--- src/design/vblk_pkg.sv ---
`default_nettype none

package vblk_pkg;

   typedef logic [31:0] word_t;
   typedef logic [15:0] ring_idx_t;
   typedef logic [1:0]  resp_t;
   typedef logic [63:0] sector_t;

   // mmio register byte offsets
   localparam logic [7:0] REG_MAGIC             = 8'h00;
   localparam logic [7:0] REG_VERSION           = 8'h04;
   localparam logic [7:0] REG_DEVICE_ID         = 8'h08;
   localparam logic [7:0] REG_VENDOR_ID         = 8'h0c;
   localparam logic [7:0] REG_HOST_FEATURES     = 8'h10;
   localparam logic [7:0] REG_HOST_FEATURES_SEL = 8'h14;
   localparam logic [7:0] REG_QUEUE_SEL         = 8'h30;
   localparam logic [7:0] REG_QUEUE_NUM_MAX     = 8'h34;
   localparam logic [7:0] REG_QUEUE_NUM         = 8'h38;
   localparam logic [7:0] REG_QUEUE_PFN         = 8'h40;
   localparam logic [7:0] REG_QUEUE_NOTIFY      = 8'h50;
   localparam logic [7:0] REG_INTERRUPT_STATUS  = 8'h60;
   localparam logic [7:0] REG_INTERRUPT_ACK     = 8'h64;
   localparam logic [7:0] REG_STATUS            = 8'h70;

   localparam word_t MAGIC_VALUE = 32'h7472_6976;
   localparam word_t VERSION     = 32'd1;
   localparam word_t DEVICE_ID   = 32'd2;
   localparam word_t VENDOR_ID   = 32'h554d_4551;

   // legacy ring layout
   localparam int    PAGE_SHIFT      = 12;
   localparam word_t QUEUE_ALIGN     = 32'd4096;
   localparam word_t DESC_BYTES      = 32'd16;
   localparam word_t USED_ELEM_BYTES = 32'd8;

   localparam word_t BLK_T_IN  = 32'd0;
   localparam logic  MEM_READ  = 1'b0;
   localparam logic  MEM_WRITE = 1'b1;

   typedef enum logic [3:0] {
      Q_IDLE, Q_AVAIL_IDX, Q_RING_ENTRY, Q_DESC_ADDR, Q_DESC_NEXT,
      Q_HDR_TYPE, Q_HDR_SEC_LO, Q_HDR_SEC_HI, Q_COPY,
      Q_STATUS, Q_USED_ID, Q_USED_LEN, Q_USED_IDX
   } qstate_e;

   typedef enum logic [2:0] {
      C_IDLE, C_FILL_REQ, C_FILL_WAIT, C_DRAIN_REQ, C_DRAIN_WAIT
   } copy_state_e;

endpackage

`default_nettype wire

--- src/design/vblk_sector_copy.sv ---
`timescale 1ns/10ps
`default_nettype none

module vblk_sector_copy #(
   parameter int SECTOR_WORDS = 128
) (
   input  wire                    clk,
   input  wire                    rstn,
   input  wire                    copy_start,
   input  wire                    copy_to_mem,
   input  wire vblk_pkg::sector_t sector,
   input  wire vblk_pkg::word_t   buf_addr,
   output logic                   copy_done,
   output logic                   cp_mem_request_enable,
   output logic                   cp_mem_mode,
   output vblk_pkg::word_t        cp_mem_addr,
   output vblk_pkg::word_t        cp_mem_wdata,
   input  wire                    cp_mem_response_enable,
   input  wire vblk_pkg::word_t   cp_mem_data,
   output logic                   disk_request_enable,
   output logic                   disk_mode,
   output vblk_pkg::word_t        disk_addr,
   output vblk_pkg::word_t        disk_wdata,
   output logic [3:0]             disk_wstrb,
   input  wire                    disk_response_enable,
   input  wire vblk_pkg::word_t   disk_data
);

   localparam int IDX_W = $clog2(SECTOR_WORDS);

   vblk_pkg::copy_state_e state;
   logic [IDX_W-1:0]      idx;
   vblk_pkg::word_t       buffer [SECTOR_WORDS];

   logic            fill, drain, writing, last;
   logic            src_rsp, dst_rsp;
   vblk_pkg::word_t src_data;

   assign fill    = (state == vblk_pkg::C_FILL_REQ);
   assign drain   = (state == vblk_pkg::C_DRAIN_REQ);
   assign writing = (state == vblk_pkg::C_DRAIN_REQ) || (state == vblk_pkg::C_DRAIN_WAIT);
   assign last    = (idx == IDX_W'(SECTOR_WORDS - 1));

   // disk is the source for IN requests, memory otherwise
   assign disk_request_enable   = copy_to_mem ? fill : drain;
   assign cp_mem_request_enable = copy_to_mem ? drain : fill;
   assign src_rsp  = copy_to_mem ? disk_response_enable : cp_mem_response_enable;
   assign dst_rsp  = copy_to_mem ? cp_mem_response_enable : disk_response_enable;
   assign src_data = copy_to_mem ? disk_data : cp_mem_data;

   assign disk_mode    = writing ? vblk_pkg::MEM_WRITE : vblk_pkg::MEM_READ;
   assign cp_mem_mode  = disk_mode;
   assign disk_addr    = vblk_pkg::word_t'(sector * vblk_pkg::sector_t'(SECTOR_WORDS))
                         + vblk_pkg::word_t'(idx);
   assign cp_mem_addr  = buf_addr + (vblk_pkg::word_t'(idx) << 2);
   assign disk_wdata   = buffer[idx];
   assign cp_mem_wdata = buffer[idx];
   assign disk_wstrb   = 4'b1111;

   always_ff @(posedge clk) begin
      if (state == vblk_pkg::C_FILL_WAIT && src_rsp) begin
         buffer[idx] <= src_data;
      end
   end

   always_ff @(posedge clk) begin
      if (rstn) begin
         state     <= vblk_pkg::C_IDLE;
         idx       <= '0;
         copy_done <= 1'b0;
      end else begin
         copy_done <= 1'b0;
         case (state)
            vblk_pkg::C_IDLE: if (copy_start) begin
               idx   <= '0;
               state <= vblk_pkg::C_FILL_REQ;
            end
            vblk_pkg::C_FILL_REQ: state <= vblk_pkg::C_FILL_WAIT;
            vblk_pkg::C_FILL_WAIT: if (src_rsp) begin
               idx   <= last ? '0 : idx + 1'b1;
               state <= last ? vblk_pkg::C_DRAIN_REQ : vblk_pkg::C_FILL_REQ;
            end
            vblk_pkg::C_DRAIN_REQ: state <= vblk_pkg::C_DRAIN_WAIT;
            vblk_pkg::C_DRAIN_WAIT: if (dst_rsp) begin
               if (last) begin
                  copy_done <= 1'b1;
                  state     <= vblk_pkg::C_IDLE;
               end else begin
                  idx   <= idx + 1'b1;
                  state <= vblk_pkg::C_DRAIN_REQ;
               end
            end
            default: state <= vblk_pkg::C_IDLE;
         endcase
      end
   end

   a_start_idle: assert property (@(posedge clk) disable iff (rstn)
      copy_start |-> state == vblk_pkg::C_IDLE);

endmodule

`default_nettype wire

--- config.mk ---
export PLATFORM = sky130hd
export DESIGN_NAME = vblk_sector_copy
export DESIGN_NICKNAME = d
export VERILOG_FILES = /design/src/design/vblk_pkg.sv /design/src/design/vblk_sector_copy.sv
export SDC_FILE = /design/constraint.sdc
export NUM_CORES = 2
export LEC_CHECK = 0
export ABC_CLOCK_PERIOD_IN_PS = 4490
export BUFFER_PORTS_ARGS = -buffer_cell sky130_fd_sc_hd__buf_2
export CAP_MARGIN = 20
export CORE_UTILIZATION = 45
export CTS_BUF_LIST = sky130_fd_sc_hd__clkbuf_8
export DETAILED_ROUTE_END_ITERATION = 12
export SYNTH_ARGS = -nofsm -noshare
export SYNTH_HDL_FRONTEND = slang
export SYNTH_SLANG_ARGS = --single-unit
--- constraint.sdc ---
create_clock -name clk -period 4.49 [get_ports clk]
set_clock_uncertainty 0.1 [all_clocks]
set_input_delay 0 -clock clk [delete_from_list [all_inputs] [get_ports clk]]
set_output_delay 0 -clock clk [all_outputs]
set_load 0.02 [all_outputs]
==> impl_metrics.toml <==
[run]
max_cap_violations = 0

[timing]
fmax_mhz = 219
fin_crit_ps = 4570
grt_setup_unrepaired = "yes"
tns_ps = -1460
finalSetupViolCount = 43
holdWs_ps = 112
worst_pin_slew_ps = 1180
slew_viol_final = 0
slew_headroom = 0.212
setup_slack_ps = -78.3
hold_violations = 0
finalCritPeriodShare = 1.02

[layout]
nFillCells = 26507
area_growth_syn_to_layout_pct = 15.9
drive_gt1_frac = 0.385
final_area_um2 = 183000
nets = 7439

[route]
wire_per_inst_um = 33.8
first_iter_violations = 9254
drcViolationCount = 0
viasPerCell = 6.03
firstDrtPassIters = 5
wl_mm = 419
ant_nets = 0
num_vias = 74623

[place]
globalplace.congestion = 0.890
placed_area_um2 = 168000
place_ws_ps = 656
port_buffers = 205
place_hpwl_mm = 227

[floorplanning]
start_util = 0.452
pin_count = 303
rows = 217
die_w_um = 594
dieArea_um2 = 353000
core_um2 = 349000
dieHeight_um = 594

[yosys]
synthFlopType = "edfxtp_1"
ys_seq_elements = 4114
synth.most_common_cell = "edfxtp_1"
syn_area_um2 = 158000
avgSynthCellArea_um2 = 25.3
ys_seq_area_frac = 0.782
synth_top_cell_area_share = 0.779
synthArstFlopShare = 0
synthCells = 6229
synthTopCellsByArea = "edfxtp_1 78%, mux4_2 19%, mux2_2 0.46%"
synth_edf_count = 4096
ys_warn_count = 0
ys_top_cells_by_count = "4096 x edfxtp_1, 1344 x mux4_2, 187 x clkbuf_1, 149 x nor2_1, 74 x buf_4"
yosys.area.top_type = "edfxtp_1"
yosys.cell_types.count = 42

[global_route]
grt-busiest-layer = "met2"
grtUsageTotal = 0.235
grt_pass1_wl_mm = 581
grt-ovfl-total = 0
grtUsageMet1 = 0.334
grt_max_degree = 129
antenna_found_initial = 39
grt_pass1_vias = 76177
gr-usage-met2 = 0.371
grt_use_met3 = 0.0426

[clocking]
path_clk_slew_ps = 70
clock_latency_ps = 1050
cts.sinks = 4114
root_buffer = "clkbuf_8"
cts_buffers = 634
cts_tree = "built"
clockBufferDepth = 4
h-tree-depth = 6

[pwr]
total_power_mw = 76.3
cellLeakagePower_nw = 56.0
ir_drop_v = 0.000256
power.density_nw_per_um2 = 417

[setup_path]
startpoint_type = "flop"
crit_path_max_fanout = 11
crit_top_cell = "mux4_2"
cp.arrival_ps = 4470
crit_path_max_incr_delay_ps = 690
crit_path_top_delay_cell = "mux4_2"
cp_top_family = "multiplexers"
crit_buf_inv = 5
critPathKind = "reg -> out"
required_ps = 4390
path_cells = "buf_12 -> buf_16 -> buf_12 -> buf_16 -> mux4_2 -> mux4_2 -> mux4_2 -> mux2_4 -> buf_6"
end_kind = "output port"

[status]
violations = "negative setup slack"
status = "finished with violations"

[hold_path]
hp-class = "in -> reg"
==> final cells by class <==
cell class / instances / area (µm²) / share of cell area
Clock inverter: 471 / 2340 / 0.0128
Tap cell: 4599 / 5750 / 0.0315
Clock buffer: 647 / 8900 / 0.0487
Inverter: 10 / 37.5 / 0.000205
Timing Repair Buffer: 783 / 8570 / 0.0468
Antenna cell: 27 / 67.6 / 0.000369
Sequential cell: 4114 / 123000 / 0.675
Multi-Input combinational cell: 1721 / 33800 / 0.185
==> power breakdown <==
group	switching, mW	internal (mW)
Clock	14.2	14.1
Combinational	3.00	2.37
Sequential	0.0184	42.6
Total	17.3	59.0
==> worst paths after layout <==
path / start / to / slack, ps / cells after the start
max: flop / disk_wdata[16] / -80 / 9
min: copy_to_mem / buffer[70][15] / 110 / 4
max reg2reg: idx[3] / buffer[29][19] / 1120 / 4
min reg2reg: idx[0] / flop / 640 / 2
==> cell families after synthesis <==
logic type / Yosys count / synth area share
flip-flops: 4114 / 0.782
buffers and inverters: 397 / 0.0117
other: 1 / 0.0000238
multiplexers: 1410 / 0.197
adder cells (fa/ha/maj): 9 / 0.000761
AO/OA/AOI/OAI: 23 / 0.000951
AND/OR/NAND/NOR: 241 / 0.00652
XOR/XNOR: 34 / 0.00189
==> through the flow <==
| step | cells | utilization |
|---|---|---|
| final | 12372 | 0.524 |
| after global routing | 12350 | 0.524 |
| after global placement | 11027 | 0.481 |
| after floorplan | 6232 | - |
| after CTS | 12329 | 0.522 |
| after detailed placement | 11029 | 0.481 |
==> what timing repair did <==
action | 4_1_cts | 5_1_grt
gates cloned | 14 | 14
pin swaps | 0 | 0
setup endpoints to repair | 64 | 64
setup buffers | 28 | 2
endpoints found under the hold margin | 2718 | 0
hold buffers | 141 | 0
resized for setup | 116 | 78
==> sequential cells by signal, summed over array words and instances (netlist names), named ones only <==
name and count:
buffer 4096, copy_done 1, idx 7, state 3
==> cell usage in the layout, fill, tap and decap left out, types with 10 or more instances in the layout <==
| master | instances |
|---|---|
| bufinv_16 | 12 |
| buf_12 | 96 |
| mux4_2 | 1344 |
| dlygate4sd3_1 | 112 |
| clkbuf_8 | 647 |
| mux2_4 | 61 |
| buf_4 | 286 |
| clkinv_2 | 59 |
| edfxtp_1 | 4096 |
| clkinvlp_4 | 18 |
| dfxtp_1 | 11 |
| nor2_4 | 128 |
| clkinv_1 | 156 |
| buf_2 | 156 |
| xnor2_1 | 14 |
| buf_6 | 58 |
| inv_1 | 215 |
| nand3_1 | 10 |
| nor2_1 | 21 |
| inv_6 | 17 |
| diode_2 | 27 |
| nand2_1 | 28 |
| xor2_1 | 20 |
| nor3_1 | 12 |
| clkbuf_16 | 14 |
| buf_16 | 54 |
==> worst reg2reg max path, delay by kind of cell (launching register included) <==
| family | cells | cell delay (ps) |
|---|---|---|
| AND/OR/NAND/NOR | 3 | 1920 |
| flip-flops | 1 | 640 |
| buffers and inverters | 1 | 390 |
==> metal layers <==
| layer | routed length, µm | share of wire |
|---|---|---|
| met2 | 199000 | 0.48 |
| met4 | 14900 | 0.036 |
| met1 | 168000 | 0.40 |
| met3 | 36200 | 0.086 |
| met5 | 23 | 0.000055 |
No activity file was read; power rests on OpenSTA's default activity.
