--- src/design/vblk_pkg.sv ---
`default_nettype none

package vblk_pkg;

   typedef logic [31:0] word_t;
   typedef logic [15:0] ring_idx_t;
   typedef logic [1:0]  resp_t;
   typedef logic [63:0] sector_t;

   // mmio register byte offsets
   localparam logic [7:0] REG_MAGIC             = 8'h00;
   localparam logic [7:0] REG_VERSION           = 8'h04;
   localparam logic [7:0] REG_DEVICE_ID         = 8'h08;
   localparam logic [7:0] REG_VENDOR_ID         = 8'h0c;
   localparam logic [7:0] REG_HOST_FEATURES     = 8'h10;
   localparam logic [7:0] REG_HOST_FEATURES_SEL = 8'h14;
   localparam logic [7:0] REG_QUEUE_SEL         = 8'h30;
   localparam logic [7:0] REG_QUEUE_NUM_MAX     = 8'h34;
   localparam logic [7:0] REG_QUEUE_NUM         = 8'h38;
   localparam logic [7:0] REG_QUEUE_PFN         = 8'h40;
   localparam logic [7:0] REG_QUEUE_NOTIFY      = 8'h50;
   localparam logic [7:0] REG_INTERRUPT_STATUS  = 8'h60;
   localparam logic [7:0] REG_INTERRUPT_ACK     = 8'h64;
   localparam logic [7:0] REG_STATUS            = 8'h70;

   localparam word_t MAGIC_VALUE = 32'h7472_6976;
   localparam word_t VERSION     = 32'd1;
   localparam word_t DEVICE_ID   = 32'd2;
   localparam word_t VENDOR_ID   = 32'h554d_4551;

   // legacy ring layout
   localparam int    PAGE_SHIFT      = 12;
   localparam word_t QUEUE_ALIGN     = 32'd4096;
   localparam word_t DESC_BYTES      = 32'd16;
   localparam word_t USED_ELEM_BYTES = 32'd8;

   localparam word_t BLK_T_IN  = 32'd0;
   localparam logic  MEM_READ  = 1'b0;
   localparam logic  MEM_WRITE = 1'b1;

   typedef enum logic [3:0] {
      Q_IDLE, Q_AVAIL_IDX, Q_RING_ENTRY, Q_DESC_ADDR, Q_DESC_NEXT,
      Q_HDR_TYPE, Q_HDR_SEC_LO, Q_HDR_SEC_HI, Q_COPY,
      Q_STATUS, Q_USED_ID, Q_USED_LEN, Q_USED_IDX
   } qstate_e;

   typedef enum logic [2:0] {
      C_IDLE, C_FILL_REQ, C_FILL_WAIT, C_DRAIN_REQ, C_DRAIN_WAIT
   } copy_state_e;

endpackage

`default_nettype wire

--- src/design/vblk_mmio_regs.sv ---
`timescale 1ns/10ps
`default_nettype none

module vblk_mmio_regs #(
   parameter int QUEUE_NUM_MAX = 8
) (
   input  wire                  clk,
   input  wire                  rstn,
   input  wire vblk_pkg::word_t core_araddr,
   output logic                 core_arready,
   input  wire                  core_arvalid,
   input  wire [2:0]            core_arprot,
   output vblk_pkg::word_t      core_rdata,
   input  wire                  core_rready,
   output vblk_pkg::resp_t      core_rresp,
   output logic                 core_rvalid,
   input  wire                  core_bready,
   output vblk_pkg::resp_t      core_bresp,
   output logic                 core_bvalid,
   input  wire vblk_pkg::word_t core_awaddr,
   output logic                 core_awready,
   input  wire                  core_awvalid,
   input  wire [2:0]            core_awprot,
   input  wire vblk_pkg::word_t core_wdata,
   output logic                 core_wready,
   input  wire [3:0]            core_wstrb,
   input  wire                  core_wvalid,
   input  wire                  used_done,
   output logic                 notify,
   output vblk_pkg::word_t      queue_pfn,
   output vblk_pkg::word_t      queue_num,
   output logic                 virtio_interrupt
);

   vblk_pkg::word_t host_features_sel;
   vblk_pkg::word_t queue_sel;
   vblk_pkg::word_t device_status;
   logic            irq_status;

   logic [7:0]      aw_addr;
   vblk_pkg::word_t w_data;
   logic [3:0]      w_strb;
   vblk_pkg::word_t wr_mask;
   vblk_pkg::word_t wr_bits;
   vblk_pkg::word_t rd_word;
   logic            wr_fire;

   assign core_rresp       = '0;
   assign core_bresp       = '0;
   assign virtio_interrupt = irq_status;

   // both halves of the write are held and no response is pending
   assign wr_fire = !core_awready && !core_wready && !core_bvalid;
   assign wr_mask = {{8{w_strb[3]}}, {8{w_strb[2]}}, {8{w_strb[1]}}, {8{w_strb[0]}}};
   assign wr_bits = w_data & wr_mask;

   always_comb begin
      rd_word = '0;
      case (core_araddr[7:0])
         vblk_pkg::REG_MAGIC:             rd_word = vblk_pkg::MAGIC_VALUE;
         vblk_pkg::REG_VERSION:           rd_word = vblk_pkg::VERSION;
         vblk_pkg::REG_DEVICE_ID:         rd_word = vblk_pkg::DEVICE_ID;
         vblk_pkg::REG_VENDOR_ID:         rd_word = vblk_pkg::VENDOR_ID;
         // no feature bits offered
         vblk_pkg::REG_HOST_FEATURES:     rd_word = '0;
         vblk_pkg::REG_HOST_FEATURES_SEL: rd_word = host_features_sel;
         vblk_pkg::REG_QUEUE_SEL:         rd_word = queue_sel;
         vblk_pkg::REG_QUEUE_NUM_MAX:
            rd_word = (queue_sel == '0) ? vblk_pkg::word_t'(QUEUE_NUM_MAX) : '0;
         vblk_pkg::REG_QUEUE_NUM:         rd_word = queue_num;
         vblk_pkg::REG_QUEUE_PFN:         rd_word = queue_pfn;
         vblk_pkg::REG_INTERRUPT_STATUS:  rd_word = {31'b0, irq_status};
         vblk_pkg::REG_STATUS:            rd_word = device_status;
         default:                         rd_word = '0;
      endcase
   end

   always_ff @(posedge clk) begin
      if (rstn) begin
         core_arready      <= 1'b1;
         core_rvalid       <= 1'b0;
         core_awready      <= 1'b1;
         core_wready       <= 1'b1;
         core_bvalid       <= 1'b0;
         notify            <= 1'b0;
         host_features_sel <= '0;
         queue_sel         <= '0;
         queue_num         <= '0;
         queue_pfn         <= '0;
         device_status     <= '0;
         irq_status        <= 1'b0;
      end else begin
         notify <= 1'b0;
         if (core_arvalid && core_arready) begin
            core_arready <= 1'b0;
            core_rvalid  <= 1'b1;
            core_rdata   <= rd_word;
         end
         if (core_rvalid && core_rready) begin
            core_rvalid  <= 1'b0;
            core_arready <= 1'b1;
         end
         if (core_awvalid && core_awready) begin
            core_awready <= 1'b0;
            aw_addr      <= core_awaddr[7:0];
         end
         if (core_wvalid && core_wready) begin
            core_wready <= 1'b0;
            w_data      <= core_wdata;
            w_strb      <= core_wstrb;
         end
         if (wr_fire) begin
            core_bvalid <= 1'b1;
            notify      <= (aw_addr == vblk_pkg::REG_QUEUE_NOTIFY);
            case (aw_addr)
               vblk_pkg::REG_HOST_FEATURES_SEL:
                  host_features_sel <= (host_features_sel & ~wr_mask) | wr_bits;
               vblk_pkg::REG_QUEUE_SEL:     queue_sel <= (queue_sel & ~wr_mask) | wr_bits;
               vblk_pkg::REG_QUEUE_NUM:     queue_num <= (queue_num & ~wr_mask) | wr_bits;
               vblk_pkg::REG_QUEUE_PFN:     queue_pfn <= (queue_pfn & ~wr_mask) | wr_bits;
               vblk_pkg::REG_INTERRUPT_ACK: irq_status <= irq_status & ~wr_bits[0];
               vblk_pkg::REG_STATUS:
                  device_status <= (device_status & ~wr_mask) | wr_bits;
               default: ;
            endcase
         end
         if (core_bvalid && core_bready) begin
            core_bvalid  <= 1'b0;
            core_awready <= 1'b1;
            core_wready  <= 1'b1;
         end
         // a new completion wins over a same-cycle ack
         if (used_done) begin
            irq_status <= 1'b1;
         end
      end
   end

   a_rdata_hold: assert property (@(posedge clk) disable iff (rstn)
      core_rvalid && !core_rready |=> core_rvalid && $stable(core_rdata));

endmodule

`default_nettype wire

--- config.mk ---
export PLATFORM = sky130hd
export DESIGN_NAME = vblk_mmio_regs
export DESIGN_NICKNAME = d
export VERILOG_FILES = /design/src/design/vblk_pkg.sv /design/src/design/vblk_mmio_regs.sv
export SDC_FILE = /design/constraint.sdc
export NUM_CORES = 1
export LEC_CHECK = 0
export BUFFER_PORTS_ARGS = -buffer_cell sky130_fd_sc_hd__buf_4
export CORE_ASPECT_RATIO = 0.5
export CORE_MARGIN = 4
export CORE_UTILIZATION = 54
export DETAILED_ROUTE_END_ITERATION = 16
export GPL_TIMING_DRIVEN = 0
export PLACE_DENSITY = 0.8
export SYNTH_ARGS = -nofsm -noshare
export SYNTH_HDL_FRONTEND = slang
export SYNTH_SLANG_ARGS = --single-unit
--- constraint.sdc ---
create_clock -name clk -period 3.8 [get_ports clk]
set_input_delay 0.76 -clock clk [delete_from_list [all_inputs] [get_ports clk]]
set_output_delay 0.76 -clock clk [all_outputs]
set_load 0.02 [all_outputs]
==> summary.md <==
TritonCTS built the clock tree. Setup repair after global routing left no endpoint under its margin. No sink is reached through more buffers than the 3 on the longest clock path.

In the final layout, flip-flops and latches occupy 5630 µm². Dividing the detail-routed via count by the number of cells gives 6.16. In the synthesized netlist the dominant register cell turns out to be dfxtp_1. At the end of routability-driven placement, the weighted congestion stood at 0.968.

The initial utilization of the core area, before any placement, comes to 56.2%. The share of async-settable or async-resettable flops after synthesis works out to 0%. The die covers 20900 µm². The relative area change from synthesis to final layout was 22.4%. The most repeated cell in the gate-level netlist after synthesis is dfxtp_1. Yosys attributes the largest share of cell area to dfxtp_1, edfxtp_1, mux2i_1. The cell sitting at the root of the clock tree is a clkbuf_16. The run gives 45 as the count of cell types in the netlist. CTS sink count: 243.

The worst path in the final design needs a cycle of 2.80 ns, including I/O delays and setup. STA puts the critical path data required time at 4.05 ns. Dividing the final minimum period by the clock period gives 73.6%. For hold timing, the worst endpoint is w_data[29]. In this run the static leakage power is 5.02 nW. The logs give 34 for the placement row count and 8137 for the number of global-route vias before repair. The type of the worst setup path is in -> reg. The logs give 30300 µm for the wire length after detailed routing and 0.000306 V for the largest voltage drop on the vdd net. After routing the design area is 12200 µm². By count the netlist is led by dfxtp_1, mux2i_1, nor2_1, edfxtp_1, nand3b_1. Once detailed placement completed, the half-perimeter wirelength came to 21600 µm. The largest fanout on the critical path is 19. The overall fraction of global-route tracks in use came out at 27.9%. Counting flops with a built-in enable in the synthesized netlist gives 76. The repair_antennas step left the layout with diodes totalling 0. The synthesized design devotes to its leading area cell type 33.4% of total area.

In this run, CTS created clock tree buffers numbering 21. Headroom to the max-slew limit came out at 25.4%. The run gives 0 as the number of pins with negative max-slew slack in the final report.

Measured along the y axis, the die boundary spans 104 µm. For this run, the top clock speed supported by timing is 358 MHz. The worst hold path belongs to the class in -> reg. The width of the die was 200 µm.

The tools report the cell area after placement as 11600 µm². The synthesized netlist occupies a cell area of 10000 µm². During I/O placement, the number of pins put on the boundary was 221. dfxtp_1 takes more of the synthesized area than any other cell.

The first detailed-routing pass ran for 6 iterations. The run gives 810 as the detailed router's first-iteration violation count. The aggregate global routing overflow was 0; the path depth of the worst reg2reg path was 4.

The first global-routing pass estimated 46500 µm of wire. The run gives 26 as the pin count of the biggest net entering global routing. In this run the post-CTS setup repair buffer count came out at 0.

The region available for standard cell placement spans 17800 µm². For the total power, the log shows 0.00516 W. The tools report the number of hold-slack violations in the final timing report as 0.

At the pin with the least slew margin, the transition time is 1.11 ns. In this run the power density over the cells is 421 nW/µm². After synthesis the netlist holds a flip-flop and latch count of 243.

The hold path depth was 1. The endpoint type of the worst setup path was a flip-flop. After detailed routing, the number of remaining DRC violations is 0. The average detailed-routed wire length per instance is 22.8 µm. For the sequential area share after synthesis, the log shows 56.2%.

The layout has 1323 filler cells. For the worst-skew pair, the clock arrives at the later sink with an insertion delay of 0.50 ns. The number of instances in the synthesized netlist was 889.

At the worst endpoint, the arrival time is 3.05 ns. The synthesized area divided by synthesized cell count came out at 11.2 µm². The startpoint identified for the worst register-to-register timing path is core_wready. Clock slew at the register clock pins of the worst setup and hold paths: 0.07 ns.

The logs give 0 for the max-capacitance violation count and 4090 µm² for the area used by multi-input combinational logic. Once the clock tree was built, the resizer swapped 0 gates to a different size. The H-tree depth reported by CTS is 1.

The tools report the post-route clock skew as 0.00840 ns. In this run the most critical hold path is launched from core_wdata[29]. The logs give 1.10 ns for the slack of the worst reg-to-reg path and 8163 for the via count.

The worst setup path is launched from a primary input. In the final layout, the share of cells above drive strength 1 is 19.5%. The tools report the number of synthesis warnings as 0. After the last flow step, the layout net total stands at 1191. Setup violations remaining at the end of the flow were counted as 0.

The run finished with clean final reports. The number of antenna violations at the first check in global routing is 0. Once detail routing completed, the nets flagged for antenna violations numbered 0. The number of hold buffers added after CTS was 0. The number of I/O port buffers came out at 159.
## metal layers
layer | wire length, µm | global-route usage (%) | up-vias
li1 | - | - | 3655
met1 | 13200 | 39.3 | 4004
met2 | 13300 | 43.6 | 446
met3 | 3190 | 6.98 | 58
met4 | 610 | 6.72 | 0
met5 | 0 | 0 | -
## worst max-delay path, stage by stage
cell	delay [ns]
clkbuf_1	0.38
clkbuf_1	0.52
clkbuf_1	0.76
nor2_4	0.33
buf_16	0.27
## how the worst max path moves through the flow
| stage | startpoint | end |
|---|---|---|
| CTS | rstn | w_data[17] |
| floorplan | rstn | w_data[0] |
| detailed placement | rstn | w_data[18] |
| global route | rstn | w_data[17] |
| finish | rstn | w_data[17] |
| global placement | rstn | w_data[18] |
## cell type report
| cell class | count | share of cell area, % |
|---|---|---|
| clock inverter | 1 | 0.0409 |
| tap | 234 | 2.39 |
| sequential | 243 | 45.9 |
| buffer | 66 | 2.37 |
| timing repair buffer | 162 | 10.2 |
| multi-input combinational | 578 | 33.4 |
| inverter | 5 | 0.153 |
| clock buffer | 36 | 5.51 |
## report_power, final
group	leakage, nW	switching (W)	internal, W
clock	0.333	0.000927	0.00120
sequential	2.06	0.0000267	0.00271
combinational	2.63	0.000175	0.000114
total	5.02	0.00113	0.00403
## stage by stage
stage	worst slack [ns]	setup TNS (ns)	util, %	cells	hold slack [ns]
6_report	1.00	0	68.9	1325	0.431
5_1_grt	0.899	0	68.9	1325	0.412
4_1_cts	1.06	0	68.9	1325	0.421
3_5_place_dp	0.550	0	65.0	1288	0.466
3_3_place_gp	-1.22	-73.51	64.7	1285	0.462
2_1_floorplan	0.525	0	-	892	0.453
## cells by family (layout without fill, tap and decap cells)
logic type	Yosys count	in the layout	synth area share, %
AO/OA/AOI/OAI	159	159	10.3
XOR/XNOR	1	1	0.0876
buffers and inverters	71	270	3.09
flip-flops	243	243	56.2
multiplexers	130	130	13.0
other	1	4	0.0375
AND/OR/NAND/NOR	284	284	17.2
## cell usage in the layout, fill, tap and decap left out, types with 18 or more instances in the layout
cell type	n
a22oi_1	31
a211o_1	23
nand2_1	18
o21ai_0	51
dfxtp_1	167
nand2b_1	54
mux2i_1	128
buf_4	163
nand3b_1	65
edfxtp_1	76
clkbuf_1	59
o22ai_1	23
nor2_1	80
clkbuf_16	23
Note: power is estimated with default switching activity, not from simulation.
